`src/hdl/ctrlPkg.sv`:
```
package ctrlPkg;

    localparam int stateWidth = 5;

    localparam logic [stateWidth-1:0] stFetch      = 5'd0;
    localparam logic [stateWidth-1:0] stDecode     = 5'd1;
    localparam logic [stateWidth-1:0] stLoadRegs   = 5'd2;
    localparam logic [stateWidth-1:0] stAluEx      = 5'd3;
    localparam logic [stateWidth-1:0] stWriteback  = 5'd4;
    localparam logic [stateWidth-1:0] stCmpEx      = 5'd5;
    localparam logic [stateWidth-1:0] stMovEx      = 5'd6;
    localparam logic [stateWidth-1:0] stMemRead    = 5'd7;
    localparam logic [stateWidth-1:0] stMemWrite   = 5'd8;
    localparam logic [stateWidth-1:0] stLoadWb     = 5'd9;
    localparam logic [stateWidth-1:0] stStoreRegs  = 5'd10;
    localparam logic [stateWidth-1:0] stJalStorePc = 5'd11;
    localparam logic [stateWidth-1:0] stJalNewPc   = 5'd12;
    localparam logic [stateWidth-1:0] stJump       = 5'd13;
    localparam logic [stateWidth-1:0] stBranch     = 5'd14;
    localparam logic [stateWidth-1:0] stPcIncr     = 5'd15;
    localparam logic [stateWidth-1:0] stPcIncr2    = 5'd16;
    localparam logic [stateWidth-1:0] stPcIncr3    = 5'd17;

    localparam int classWidth = 4;

    localparam logic [classWidth-1:0] clsAlu    = 4'd0;
    localparam logic [classWidth-1:0] clsAluImm = 4'd1;
    localparam logic [classWidth-1:0] clsCmp    = 4'd2;
    localparam logic [classWidth-1:0] clsCmpImm = 4'd3;
    localparam logic [classWidth-1:0] clsMov    = 4'd4;
    localparam logic [classWidth-1:0] clsMovImm = 4'd5;
    localparam logic [classWidth-1:0] clsLoad   = 4'd6;
    localparam logic [classWidth-1:0] clsStore  = 4'd7;
    localparam logic [classWidth-1:0] clsJal    = 4'd8;
    localparam logic [classWidth-1:0] clsJump   = 4'd9;
    localparam logic [classWidth-1:0] clsBranch = 4'd10;
    localparam logic [classWidth-1:0] clsNone   = 4'd11; // undefined or never-taken

    // aluSrc1Sel
    localparam logic [1:0] srcRegA = 2'd0;
    localparam logic [1:0] srcAluA = 2'd1;
    localparam logic [1:0] srcZero = 2'd2;

    // aluSrc2Sel
    localparam logic [1:0] srcRegB = 2'd0;
    localparam logic [1:0] srcImm  = 2'd1;

    // pcSrc
    localparam logic [1:0] pcNext = 2'd0;
    localparam logic [1:0] pcAbs  = 2'd1; // jump target from register
    localparam logic [1:0] pcRel  = 2'd2; // pc plus displacement

endpackage

```
`src/hdl/isaPkg.sv`:
```
package isaPkg;

    // register view: op | rDest | opExt | rSrc
    typedef struct packed {
        logic [3:0] op;
        logic [3:0] rDest;
        logic [3:0] opExt;
        logic [3:0] rSrc;
    } regFormT;

    // branch view, cond overlays rDest
    typedef struct packed {
        logic [3:0] op;
        logic [3:0] cond;
        logic [7:0] disp;
    } brFormT;

    typedef union packed {
        regFormT regForm;
        brFormT  brForm;
    } instrWord;

    localparam logic [3:0] opRegOps = 4'b0000;
    localparam logic [3:0] opAndi   = 4'b0001;
    localparam logic [3:0] opOri    = 4'b0010;
    localparam logic [3:0] opXori   = 4'b0011;
    localparam logic [3:0] opMem    = 4'b0100;
    localparam logic [3:0] opAddi   = 4'b0101;
    localparam logic [3:0] opModi   = 4'b0110;
    localparam logic [3:0] opShift  = 4'b1000;
    localparam logic [3:0] opSubi   = 4'b1001;
    localparam logic [3:0] opCmpi   = 4'b1011;
    localparam logic [3:0] opBcond  = 4'b1100;
    localparam logic [3:0] opMovi   = 4'b1101;
    localparam logic [3:0] opLui    = 4'b1111;

    // opExt under opRegOps
    localparam logic [3:0] extAnd = 4'b0001;
    localparam logic [3:0] extOr  = 4'b0010;
    localparam logic [3:0] extXor = 4'b0011;
    localparam logic [3:0] extAdd = 4'b0101;
    localparam logic [3:0] extSub = 4'b1001;
    localparam logic [3:0] extCmp = 4'b1011;
    localparam logic [3:0] extMov = 4'b1101;
    localparam logic [3:0] extMul = 4'b1110;

    localparam logic [3:0] extLsh = 4'b0100; // any other opExt under opShift is LSHI

    // opExt under opMem
    localparam logic [3:0] extLoad  = 4'b0000;
    localparam logic [3:0] extStor  = 4'b0100;
    localparam logic [3:0] extJal   = 4'b1000;
    localparam logic [3:0] extJcond = 4'b1100;

    localparam logic [3:0] condEq    = 4'b0000;
    localparam logic [3:0] condNe    = 4'b0001;
    localparam logic [3:0] condCs    = 4'b0010;
    localparam logic [3:0] condCc    = 4'b0011;
    localparam logic [3:0] condHi    = 4'b0100;
    localparam logic [3:0] condLs    = 4'b0101;
    localparam logic [3:0] condGt    = 4'b0110;
    localparam logic [3:0] condLe    = 4'b0111;
    localparam logic [3:0] condFs    = 4'b1000;
    localparam logic [3:0] condFc    = 4'b1001;
    localparam logic [3:0] condLo    = 4'b1010;
    localparam logic [3:0] condHs    = 4'b1011;
    localparam logic [3:0] condLt    = 4'b1100;
    localparam logic [3:0] condGe    = 4'b1101;
    localparam logic [3:0] condUc    = 4'b1110;
    localparam logic [3:0] condNever = 4'b1111;

    // psr bit positions
    localparam int flagLow   = 0;
    localparam int flagZero  = 1;
    localparam int flagFlag  = 2;
    localparam int flagNeg   = 3;
    localparam int flagCarry = 4;

    localparam int psrWidth = 8;

endpackage

```
`src/hdl/ctrlIf.sv`:
```
`timescale 1ns/1ps

interface ctrlIf;
    logic       memWrite;
    logic       pcEn;
    logic       writeBackSelect;   // 1 selects memory data
    logic       dataToWriteSelect; // 1 selects return pc for JAL
    logic       newAluInput;
    logic       psrRegEn;
    logic       sendPcAddr;
    logic       regWrite;
    logic       instrWrite;
    logic [1:0] aluSrc1Sel;
    logic [1:0] aluSrc2Sel;
    logic [1:0] pcSrc;

    modport gen (
        output memWrite, pcEn, writeBackSelect, dataToWriteSelect, newAluInput,
        output psrRegEn, sendPcAddr, regWrite, instrWrite,
        output aluSrc1Sel, aluSrc2Sel, pcSrc
    );

    modport sink (
        input memWrite, pcEn, writeBackSelect, dataToWriteSelect, newAluInput,
        input psrRegEn, sendPcAddr, regWrite, instrWrite,
        input aluSrc1Sel, aluSrc2Sel, pcSrc
    );
endinterface

```
`src/hdl/branchCondEval.sv`:
```
`timescale 1ns/1ps

module branchCondEval (
    input  logic [3:0]                  cond,
    input  logic [isaPkg::psrWidth-1:0] psr,
    output logic                        taken
);

    logic z, l, c, n, f;

    assign z = psr[isaPkg::flagZero];
    assign l = psr[isaPkg::flagLow];
    assign c = psr[isaPkg::flagCarry];
    assign n = psr[isaPkg::flagNeg];
    assign f = psr[isaPkg::flagFlag];

    always_comb
    begin
        case (cond)
            isaPkg::condEq: taken = z;
            isaPkg::condNe: taken = !z;
            isaPkg::condGe: taken = z || l;
            isaPkg::condCs: taken = c;
            isaPkg::condCc: taken = !c;
            isaPkg::condHi: taken = n;
            isaPkg::condLs: taken = !n;
            isaPkg::condLo: taken = !n && !z;
            isaPkg::condHs: taken = n || z;
            isaPkg::condGt: taken = l;
            isaPkg::condLe: taken = !l;
            isaPkg::condFs: taken = f;
            isaPkg::condFc: taken = !f;
            isaPkg::condLt: taken = !l && !z;
            isaPkg::condUc: taken = 1'b1;
            default:        taken = 1'b0; // never
        endcase
    end

endmodule

```
`src/hdl/controlGen.sv`:
```
`timescale 1ns/1ps

module controlGen (
    input  logic [ctrlPkg::stateWidth-1:0] state,
    input  logic [ctrlPkg::classWidth-1:0] instrClass,
    input  logic                           taken,
    ctrlIf.gen                             ctrl
);

    logic immForm;

    assign immForm = (instrClass == ctrlPkg::clsAluImm) ||
                     (instrClass == ctrlPkg::clsCmpImm) ||
                     (instrClass == ctrlPkg::clsMovImm);

    always_comb
    begin
        ctrl.memWrite          = 1'b0;
        ctrl.pcEn              = 1'b0;
        ctrl.writeBackSelect   = 1'b0;
        ctrl.dataToWriteSelect = 1'b0;
        ctrl.newAluInput       = 1'b0;
        ctrl.psrRegEn          = 1'b0;
        ctrl.sendPcAddr        = 1'b0;
        ctrl.regWrite          = 1'b0;
        ctrl.instrWrite        = 1'b0;
        ctrl.aluSrc1Sel        = ctrlPkg::srcRegA;
        ctrl.aluSrc2Sel        = ctrlPkg::srcRegB;
        ctrl.pcSrc             = ctrlPkg::pcNext;
        case (state)
            ctrlPkg::stFetch: ctrl.instrWrite = 1'b1;
            ctrlPkg::stLoadRegs, ctrlPkg::stStoreRegs: ctrl.newAluInput = 1'b1;
            ctrlPkg::stAluEx, ctrlPkg::stCmpEx:
            begin
                ctrl.aluSrc1Sel = ctrlPkg::srcAluA;
                ctrl.aluSrc2Sel = immForm ? ctrlPkg::srcImm : ctrlPkg::srcRegB;
                ctrl.psrRegEn   = (state == ctrlPkg::stCmpEx); // CMP and CMPI alike
            end
            ctrlPkg::stMovEx:
            begin
                ctrl.aluSrc1Sel = ctrlPkg::srcZero; // 0 + src
                ctrl.aluSrc2Sel = immForm ? ctrlPkg::srcImm : ctrlPkg::srcRegB;
            end
            ctrlPkg::stWriteback: ctrl.regWrite = 1'b1;
            ctrlPkg::stMemWrite:  ctrl.memWrite = 1'b1;
            ctrlPkg::stLoadWb:
            begin
                ctrl.writeBackSelect = 1'b1;
                ctrl.regWrite        = 1'b1;
            end
            ctrlPkg::stJalStorePc:
            begin
                ctrl.dataToWriteSelect = 1'b1; // link address into rDest
                ctrl.regWrite          = 1'b1;
            end
            ctrlPkg::stJalNewPc:
            begin
                ctrl.pcSrc = ctrlPkg::pcAbs;
                ctrl.pcEn  = 1'b1;
            end
            ctrlPkg::stJump:
            begin
                ctrl.pcSrc = taken ? ctrlPkg::pcAbs : ctrlPkg::pcNext;
                ctrl.pcEn  = 1'b1;
            end
            ctrlPkg::stBranch:
            begin
                ctrl.pcSrc = taken ? ctrlPkg::pcRel : ctrlPkg::pcNext;
                ctrl.pcEn  = 1'b1;
            end
            ctrlPkg::stPcIncr:  ctrl.pcEn = 1'b1;
            ctrlPkg::stPcIncr3: ctrl.sendPcAddr = 1'b1; // address out ahead of fetch
            default: ctrl.pcEn = 1'b0;
        endcase
    end

endmodule

```
`src/hdl/controller.sv`:
```
`timescale 1ns/1ps

module controller (
    input  logic                        clk,
    input  logic                        reset,
    input  logic [15:0]                 instr,
    input  logic [isaPkg::psrWidth-1:0] psr,
    output logic                        memWrite,
    output logic                        pcEn,
    output logic                        writeBackSelect,
    output logic                        dataToWriteSelect,
    output logic                        newAluInput,
    output logic                        psrRegEn,
    output logic                        sendPcAddr,
    output logic                        regWrite,
    output logic                        instrWrite,
    output logic [1:0]                  aluSrc1Sel,
    output logic [1:0]                  aluSrc2Sel,
    output logic [1:0]                  pcSrc
);

    logic [ctrlPkg::classWidth-1:0] instrClass;
    logic [ctrlPkg::stateWidth-1:0] state;
    logic [3:0]                     cond;
    logic                           taken;

    ctrlIf ctrlBus ();

    instrDecoder u_decoder (
        .instr      (instr),
        .instrClass (instrClass),
        .cond       (cond)
    );

    branchCondEval u_condEval (
        .cond  (cond),
        .psr   (psr),
        .taken (taken)
    );

    sequencer u_sequencer (
        .clk        (clk),
        .reset      (reset),
        .instrClass (instrClass),
        .state      (state)
    );

    controlGen u_controlGen (
        .state      (state),
        .instrClass (instrClass),
        .taken      (taken),
        .ctrl       (ctrlBus.gen)
    );

    // flatten the bundle onto the datapath ports
    assign memWrite          = ctrlBus.memWrite;
    assign pcEn              = ctrlBus.pcEn;
    assign writeBackSelect   = ctrlBus.writeBackSelect;
    assign dataToWriteSelect = ctrlBus.dataToWriteSelect;
    assign newAluInput       = ctrlBus.newAluInput;
    assign psrRegEn          = ctrlBus.psrRegEn;
    assign sendPcAddr        = ctrlBus.sendPcAddr;
    assign regWrite          = ctrlBus.regWrite;
    assign instrWrite        = ctrlBus.instrWrite;
    assign aluSrc1Sel        = ctrlBus.aluSrc1Sel;
    assign aluSrc2Sel        = ctrlBus.aluSrc2Sel;
    assign pcSrc             = ctrlBus.pcSrc;

endmodule

```
`src/hdl/instrDecoder.sv`:
```
`timescale 1ns/1ps

module instrDecoder (
    input  isaPkg::instrWord               instr,
    output logic [ctrlPkg::classWidth-1:0] instrClass,
    output logic [3:0]                     cond
);

    logic isJcond;
    logic isBcond;
    logic never;

    assign isJcond = (instr.regForm.op == isaPkg::opMem) &&
                     (instr.regForm.opExt == isaPkg::extJcond);
    assign isBcond = (instr.brForm.op == isaPkg::opBcond);
    assign never   = (instr.brForm.cond == isaPkg::condNever);

    // non-branch words force the never code so taken stays low
    assign cond = (isJcond || isBcond) ? instr.brForm.cond : isaPkg::condNever;

    always_comb
    begin
        instrClass = ctrlPkg::clsNone;
        case (instr.regForm.op)
            isaPkg::opRegOps:
                case (instr.regForm.opExt)
                    isaPkg::extAdd, isaPkg::extSub, isaPkg::extAnd,
                    isaPkg::extOr, isaPkg::extXor, isaPkg::extMul:
                        instrClass = ctrlPkg::clsAlu;
                    isaPkg::extCmp: instrClass = ctrlPkg::clsCmp;
                    isaPkg::extMov: instrClass = ctrlPkg::clsMov;
                    default: instrClass = ctrlPkg::clsNone;
                endcase
            isaPkg::opShift:
                if (instr.regForm.opExt == isaPkg::extLsh)
                    instrClass = ctrlPkg::clsAlu;
                else
                    instrClass = ctrlPkg::clsAluImm; // LSHI
            isaPkg::opMem:
                case (instr.regForm.opExt)
                    isaPkg::extLoad: instrClass = ctrlPkg::clsLoad;
                    isaPkg::extStor: instrClass = ctrlPkg::clsStore;
                    isaPkg::extJal:  instrClass = ctrlPkg::clsJal;
                    isaPkg::extJcond:
                        instrClass = never ? ctrlPkg::clsNone : ctrlPkg::clsJump;
                    default: instrClass = ctrlPkg::clsNone;
                endcase
            isaPkg::opAndi, isaPkg::opOri, isaPkg::opXori, isaPkg::opAddi,
            isaPkg::opModi, isaPkg::opSubi, isaPkg::opLui:
                instrClass = ctrlPkg::clsAluImm;
            isaPkg::opCmpi: instrClass = ctrlPkg::clsCmpImm;
            isaPkg::opMovi: instrClass = ctrlPkg::clsMovImm;
            isaPkg::opBcond:
                instrClass = never ? ctrlPkg::clsNone : ctrlPkg::clsBranch;
            default: instrClass = ctrlPkg::clsNone;
        endcase
    end

endmodule

```
`src/hdl/sequencer.sv`:
```
`timescale 1ns/1ps

module sequencer (
    input  logic                           clk,
    input  logic                           reset,
    input  logic [ctrlPkg::classWidth-1:0] instrClass,
    output logic [ctrlPkg::stateWidth-1:0] state
);

    logic [ctrlPkg::stateWidth-1:0] nextState;

    always_ff @(posedge clk)
    begin
        if (!reset)
            state <= ctrlPkg::stFetch;
        else
            state <= nextState;
    end

    always_comb
    begin
        nextState = ctrlPkg::stFetch;
        case (state)
            ctrlPkg::stFetch: nextState = ctrlPkg::stDecode;
            ctrlPkg::stDecode:
                case (instrClass)
                    ctrlPkg::clsAlu, ctrlPkg::clsAluImm, ctrlPkg::clsCmp,
                    ctrlPkg::clsCmpImm, ctrlPkg::clsMov, ctrlPkg::clsMovImm,
                    ctrlPkg::clsLoad, ctrlPkg::clsJal:
                        nextState = ctrlPkg::stLoadRegs;
                    ctrlPkg::clsStore:  nextState = ctrlPkg::stStoreRegs;
                    ctrlPkg::clsJump:   nextState = ctrlPkg::stJump;
                    ctrlPkg::clsBranch: nextState = ctrlPkg::stBranch;
                    ctrlPkg::clsNone:   nextState = ctrlPkg::stPcIncr;
                    default:            nextState = ctrlPkg::stPcIncr;
                endcase
            // shared operand load, split by class afterwards
            ctrlPkg::stLoadRegs:
                case (instrClass)
                    ctrlPkg::clsCmp, ctrlPkg::clsCmpImm: nextState = ctrlPkg::stCmpEx;
                    ctrlPkg::clsMov, ctrlPkg::clsMovImm: nextState = ctrlPkg::stMovEx;
                    ctrlPkg::clsLoad:                    nextState = ctrlPkg::stMemRead;
                    ctrlPkg::clsJal:                     nextState = ctrlPkg::stJalStorePc;
                    default:                             nextState = ctrlPkg::stAluEx;
                endcase
            ctrlPkg::stAluEx:      nextState = ctrlPkg::stWriteback;
            ctrlPkg::stMovEx:      nextState = ctrlPkg::stWriteback;
            ctrlPkg::stWriteback:  nextState = ctrlPkg::stPcIncr;
            ctrlPkg::stCmpEx:      nextState = ctrlPkg::stPcIncr; // flags only, no writeback
            ctrlPkg::stMemRead:    nextState = ctrlPkg::stLoadWb;
            ctrlPkg::stLoadWb:     nextState = ctrlPkg::stPcIncr;
            ctrlPkg::stStoreRegs:  nextState = ctrlPkg::stMemWrite;
            ctrlPkg::stMemWrite:   nextState = ctrlPkg::stPcIncr;
            ctrlPkg::stJalStorePc: nextState = ctrlPkg::stJalNewPc;
            ctrlPkg::stJalNewPc:   nextState = ctrlPkg::stPcIncr;
            ctrlPkg::stJump:       nextState = ctrlPkg::stPcIncr2; // pc already written
            ctrlPkg::stBranch:     nextState = ctrlPkg::stPcIncr2;
            ctrlPkg::stPcIncr:     nextState = ctrlPkg::stPcIncr2;
            ctrlPkg::stPcIncr2:    nextState = ctrlPkg::stPcIncr3;
            ctrlPkg::stPcIncr3:    nextState = ctrlPkg::stFetch;
            default:               nextState = ctrlPkg::stFetch;
        endcase
    end

endmodule

```
`config.mk`:
```
export PLATFORM = sky130hd
export DESIGN_NAME = controller
export DESIGN_NICKNAME = d
export VERILOG_FILES = /design/src/hdl/ctrlPkg.sv /design/src/hdl/isaPkg.sv /design/src/hdl/ctrlIf.sv /design/src/hdl/branchCondEval.sv /design/src/hdl/controlGen.sv /design/src/hdl/controller.sv /design/src/hdl/instrDecoder.sv /design/src/hdl/sequencer.sv
export SDC_FILE = /design/constraint.sdc
export NUM_CORES = 1
export LEC_CHECK = 0
export ABC_AREA = 0
export BUFFER_PORTS_ARGS = -buffer_cell sky130_fd_sc_hd__buf_4
export CAP_MARGIN = 20
export CORE_AREA = 2 2 44 62
export DETAILED_ROUTE_END_ITERATION = 12
export DIE_AREA = 0 0 46 64
export MAX_ROUTING_LAYER = met4
export PLACE_DENSITY = 0.83
export SETUP_SLACK_MARGIN = 0.2
export SLEW_MARGIN = 20
export SYNTH_ARGS = -nofsm -noshare
export SYNTH_HDL_FRONTEND = slang
export SYNTH_SLANG_ARGS = --single-unit
```
`constraint.sdc`:
```
create_clock -name clk -period 4.05 [get_ports clk]
set_input_delay 1.0125 -clock clk [delete_from_list [all_inputs] [get_ports clk]]
set_output_delay 1.0125 -clock clk [all_outputs]
set_load 0.05 [all_outputs]
```
==> impl_metrics.yaml <==
status:
  outcome: "finished clean"
synth:
  post_synth_inst_count: 168
  synth_fp_nets: 196
  yosysWarningCount: 0
  synth_cell_types: 51
  post_synth.cell_area_avg_um2: 6.56
  synth_area_mm2: 0.00110
  synth_edf_count: 0
  synth-seq-cells: 5
  prevailing_post_synth_register_cell: "sky130_fd_sc_hd__dfxtp_1"
  ys_async_sr_fraction: 0
  sequential_fraction_of_the_synthesis_area: 0.0908
global_route:
  via_count_of_the_first_global_routing_pass: 1250
  antenna_found_initial: 0
  track_usage: 0.225
  grt_max_degree: 22
  first_pass_grt_wire_length_mm: 5.05
  overflow: 0
power:
  p_per_area_mw_per_mm2: 459
  total_leakage_power_nw: 0.547
  total_power_uw: 634
  ir_worst_vdd_v: 0.000222
die:
  starting_density: 0.466
  floorplan.rows: 21
  dieWidth_um: 46
  top_level_ports: 41
  floorplan.die_area_mm2: 0.00294
  floorplan.die.height_um: 64
  placeableCoreArea_mm2: 0.00236
clock_tree:
  cts.repair_timing.setup_buffer_count: 0
  cts_tree: "done"
  tritoncts_num_sinks: 5
  cts-buffers-inserted: 3
  cts.path.max_buffers: 2
  htree_num_levels: 1
  worst_skew_pair.late_latency_ps: 250
  cts-root-buf: "sky130_fd_sc_hd__clkbuf_4"
  clk_pin_slew_worst_paths_ps: 40
placed_design:
  preCtsSetupSlack_ps: 221
  routabilityCongestion: 0.870
  hpwl_mm: 2.38
  numPortBuffers: 32
  postPlaceCellArea_mm2: 0.00134
timing:
  rsz0062_at_grt: "true"
  clock_skew_ps: 2.83
  report.final.slew_viol_count: 0
  final.hold.worst_slack_ps: 751
  finalSetupTns_ps: 0
  setup-violations-final: 0
  max_freq_mhz: 265
  final_critical_path_setup_slack_ps: 278
  worst_pin_slew_ps: 687
  hold_violations: 0
  period_share: 0.931
  max_slew_margin: 0.541
  fin_crit_ps: 3770
worst_hold_path:
  holdPathStages: 2
  hp-class: "flip-flop to flip-flop"
  worstHoldEndpoint: "u_sequencer.state[4]"
  min-delay-start: "u_sequencer.state[4]"
route:
  vias_per_cell: 6.35
  drt-initial-drc-count: 52
  detail_route.wirelength_mm: 2.99
  vias: 1353
  routedWlPerCell_um: 14.0
  drc_errors: 0
  drtPass1Iterations: 4
  detail-route-antenna-nets: 0
setup_path:
  slack_of_the_worst_reg_to_reg_path_ps: 1980
  worst_ep_required_time_ps: 3040
  worstReg2RegEnd: "u_sequencer.state[0]"
  setup.worst_path.start_class: "primary input"
  cp_data_arrival_time_ps: 2760
  rr_startpoint: "u_sequencer.state[0]"
  maximum_net_fanout_on_the_critical_path: 9
  timing.setup.critical_path_class: "primary input to primary output"
  r2r_cells: 4
  cp-end-kind: "primary output"
cells_and_area:
  number_of_antenna_cells_inserted: 0
  largest_register_ffs: 5
  largest_registers_in_the_final_layout: "u_sequencer.state: 5 flops"
  mostFrequentLayoutCells: "sky130_fd_sc_hd__buf_4, sky130_fd_sc_hd__nand2_1, sky130_fd_sc_hd__nor3_1"
  layout-drive-gt1-share: 0.268
  max_flop_register: "u_sequencer.state"
  nets: 219
  layout.cells.most_common: "sky130_fd_sc_hd__buf_4"
  area_growth_pct: 25.3
  finished_cell_area_mm2: 0.00138
run:
  cap_violations: 0
[worst max path at each step]
stage | end | start | slack, ps
final | aluSrc2Sel[0] | instr[7] | 280
after global routing | aluSrc2Sel[0] | instr[5] | 190
after CTS | aluSrc2Sel[0] | instr[7] | 220
after detailed placement | aluSrc2Sel[0] | instr[7] | 220
after global placement | aluSrc2Sel[0] | instr[7] | 260
after floorplan | aluSrc2Sel[0] | instr[7] | 190
[cells by family after synthesis]
kind of cell	after synthesis	synth area share
AND/OR/NAND/NOR	76	0.362
AO/OA/AOI/OAI	52	0.335
buffers and inverters	23	0.0931
multiplexers	7	0.0772
flip-flops	5	0.0908
adder cells (fa/ha/maj)	2	0.0227
XOR/XNOR	2	0.0159
other	1	0.00340
[Yosys cell counts, drive strengths merged, types with 3 or more instances]
cell type  number  area, um^2
nand2          17        66.3
o211ai          4        30.0
clkbuf          9        33.8
nand3           5        25.0
a221oi          3        26.3
a21oi          13        65.1
buf             8        46.3
mux2i           4        40.0
nor4            3        18.8
a31oi           3        18.8
o21ai          10        50.0
a211oi          4        42.5
nand2b          6        37.5
nor3           15        75.1
nor2b           5        31.3
nor2           12        45.0
dfxtp           5         100
inv             6        22.5
nand3b          3        22.5
[critical path, stage by stage]
cell and delay (ps):
sky130_fd_sc_hd__buf_4 140, sky130_fd_sc_hd__or3b_4 400, sky130_fd_sc_hd__nand3_1 120, sky130_fd_sc_hd__a2bb2oi_2 170, sky130_fd_sc_hd__nand2_1 150, sky130_fd_sc_hd__or4_4 460, sky130_fd_sc_hd__nor3_4 130, sky130_fd_sc_hd__buf_6 180
[power by group]
group	internal [mW]	switching (mW)
logic	0.172	0.268
registers	0.0651	0.0702
clock network	0.0358	0.0227
[layer usage]
metal / share of wire / up-vias / global-route usage / wire length [um]
li1: - / 671 / - / -
met3: 0.048 / 4 / 0.0282 / 143
met5: 0 / - / - / 0
met1: 0.38 / 623 / 0.241 / 1140
met2: 0.56 / 55 / 0.399 / 1690
met4: 0.0077 / 0 / 0.0821 / 23
[what timing repair did]
item	in CTS	in global routing
setup endpoints to repair	0	2
hold buffers	0	0
resized for setup	0	3
[metrics by stage]
| step | utilization | instances |
|---|---|---|
| detailed placement | 0.567 | 209 |
| floorplan | - | 168 |
| finish | 0.584 | 213 |
| global placement | 0.567 | 209 |
| global route | 0.584 | 213 |
| CTS | 0.578 | 213 |
[layout make-up]
type	count	area, um^2
Multi-Input combinational cell	140	936
Tap cell	23	28.8
Sequential cell	5	100
Clock inverter	1	5.00
Timing Repair Buffer	35	267
Inverter	6	22.5
Clock buffer	3	22.5
Fill cell	237	983
No activity file was read; power rests on OpenSTA's default activity.
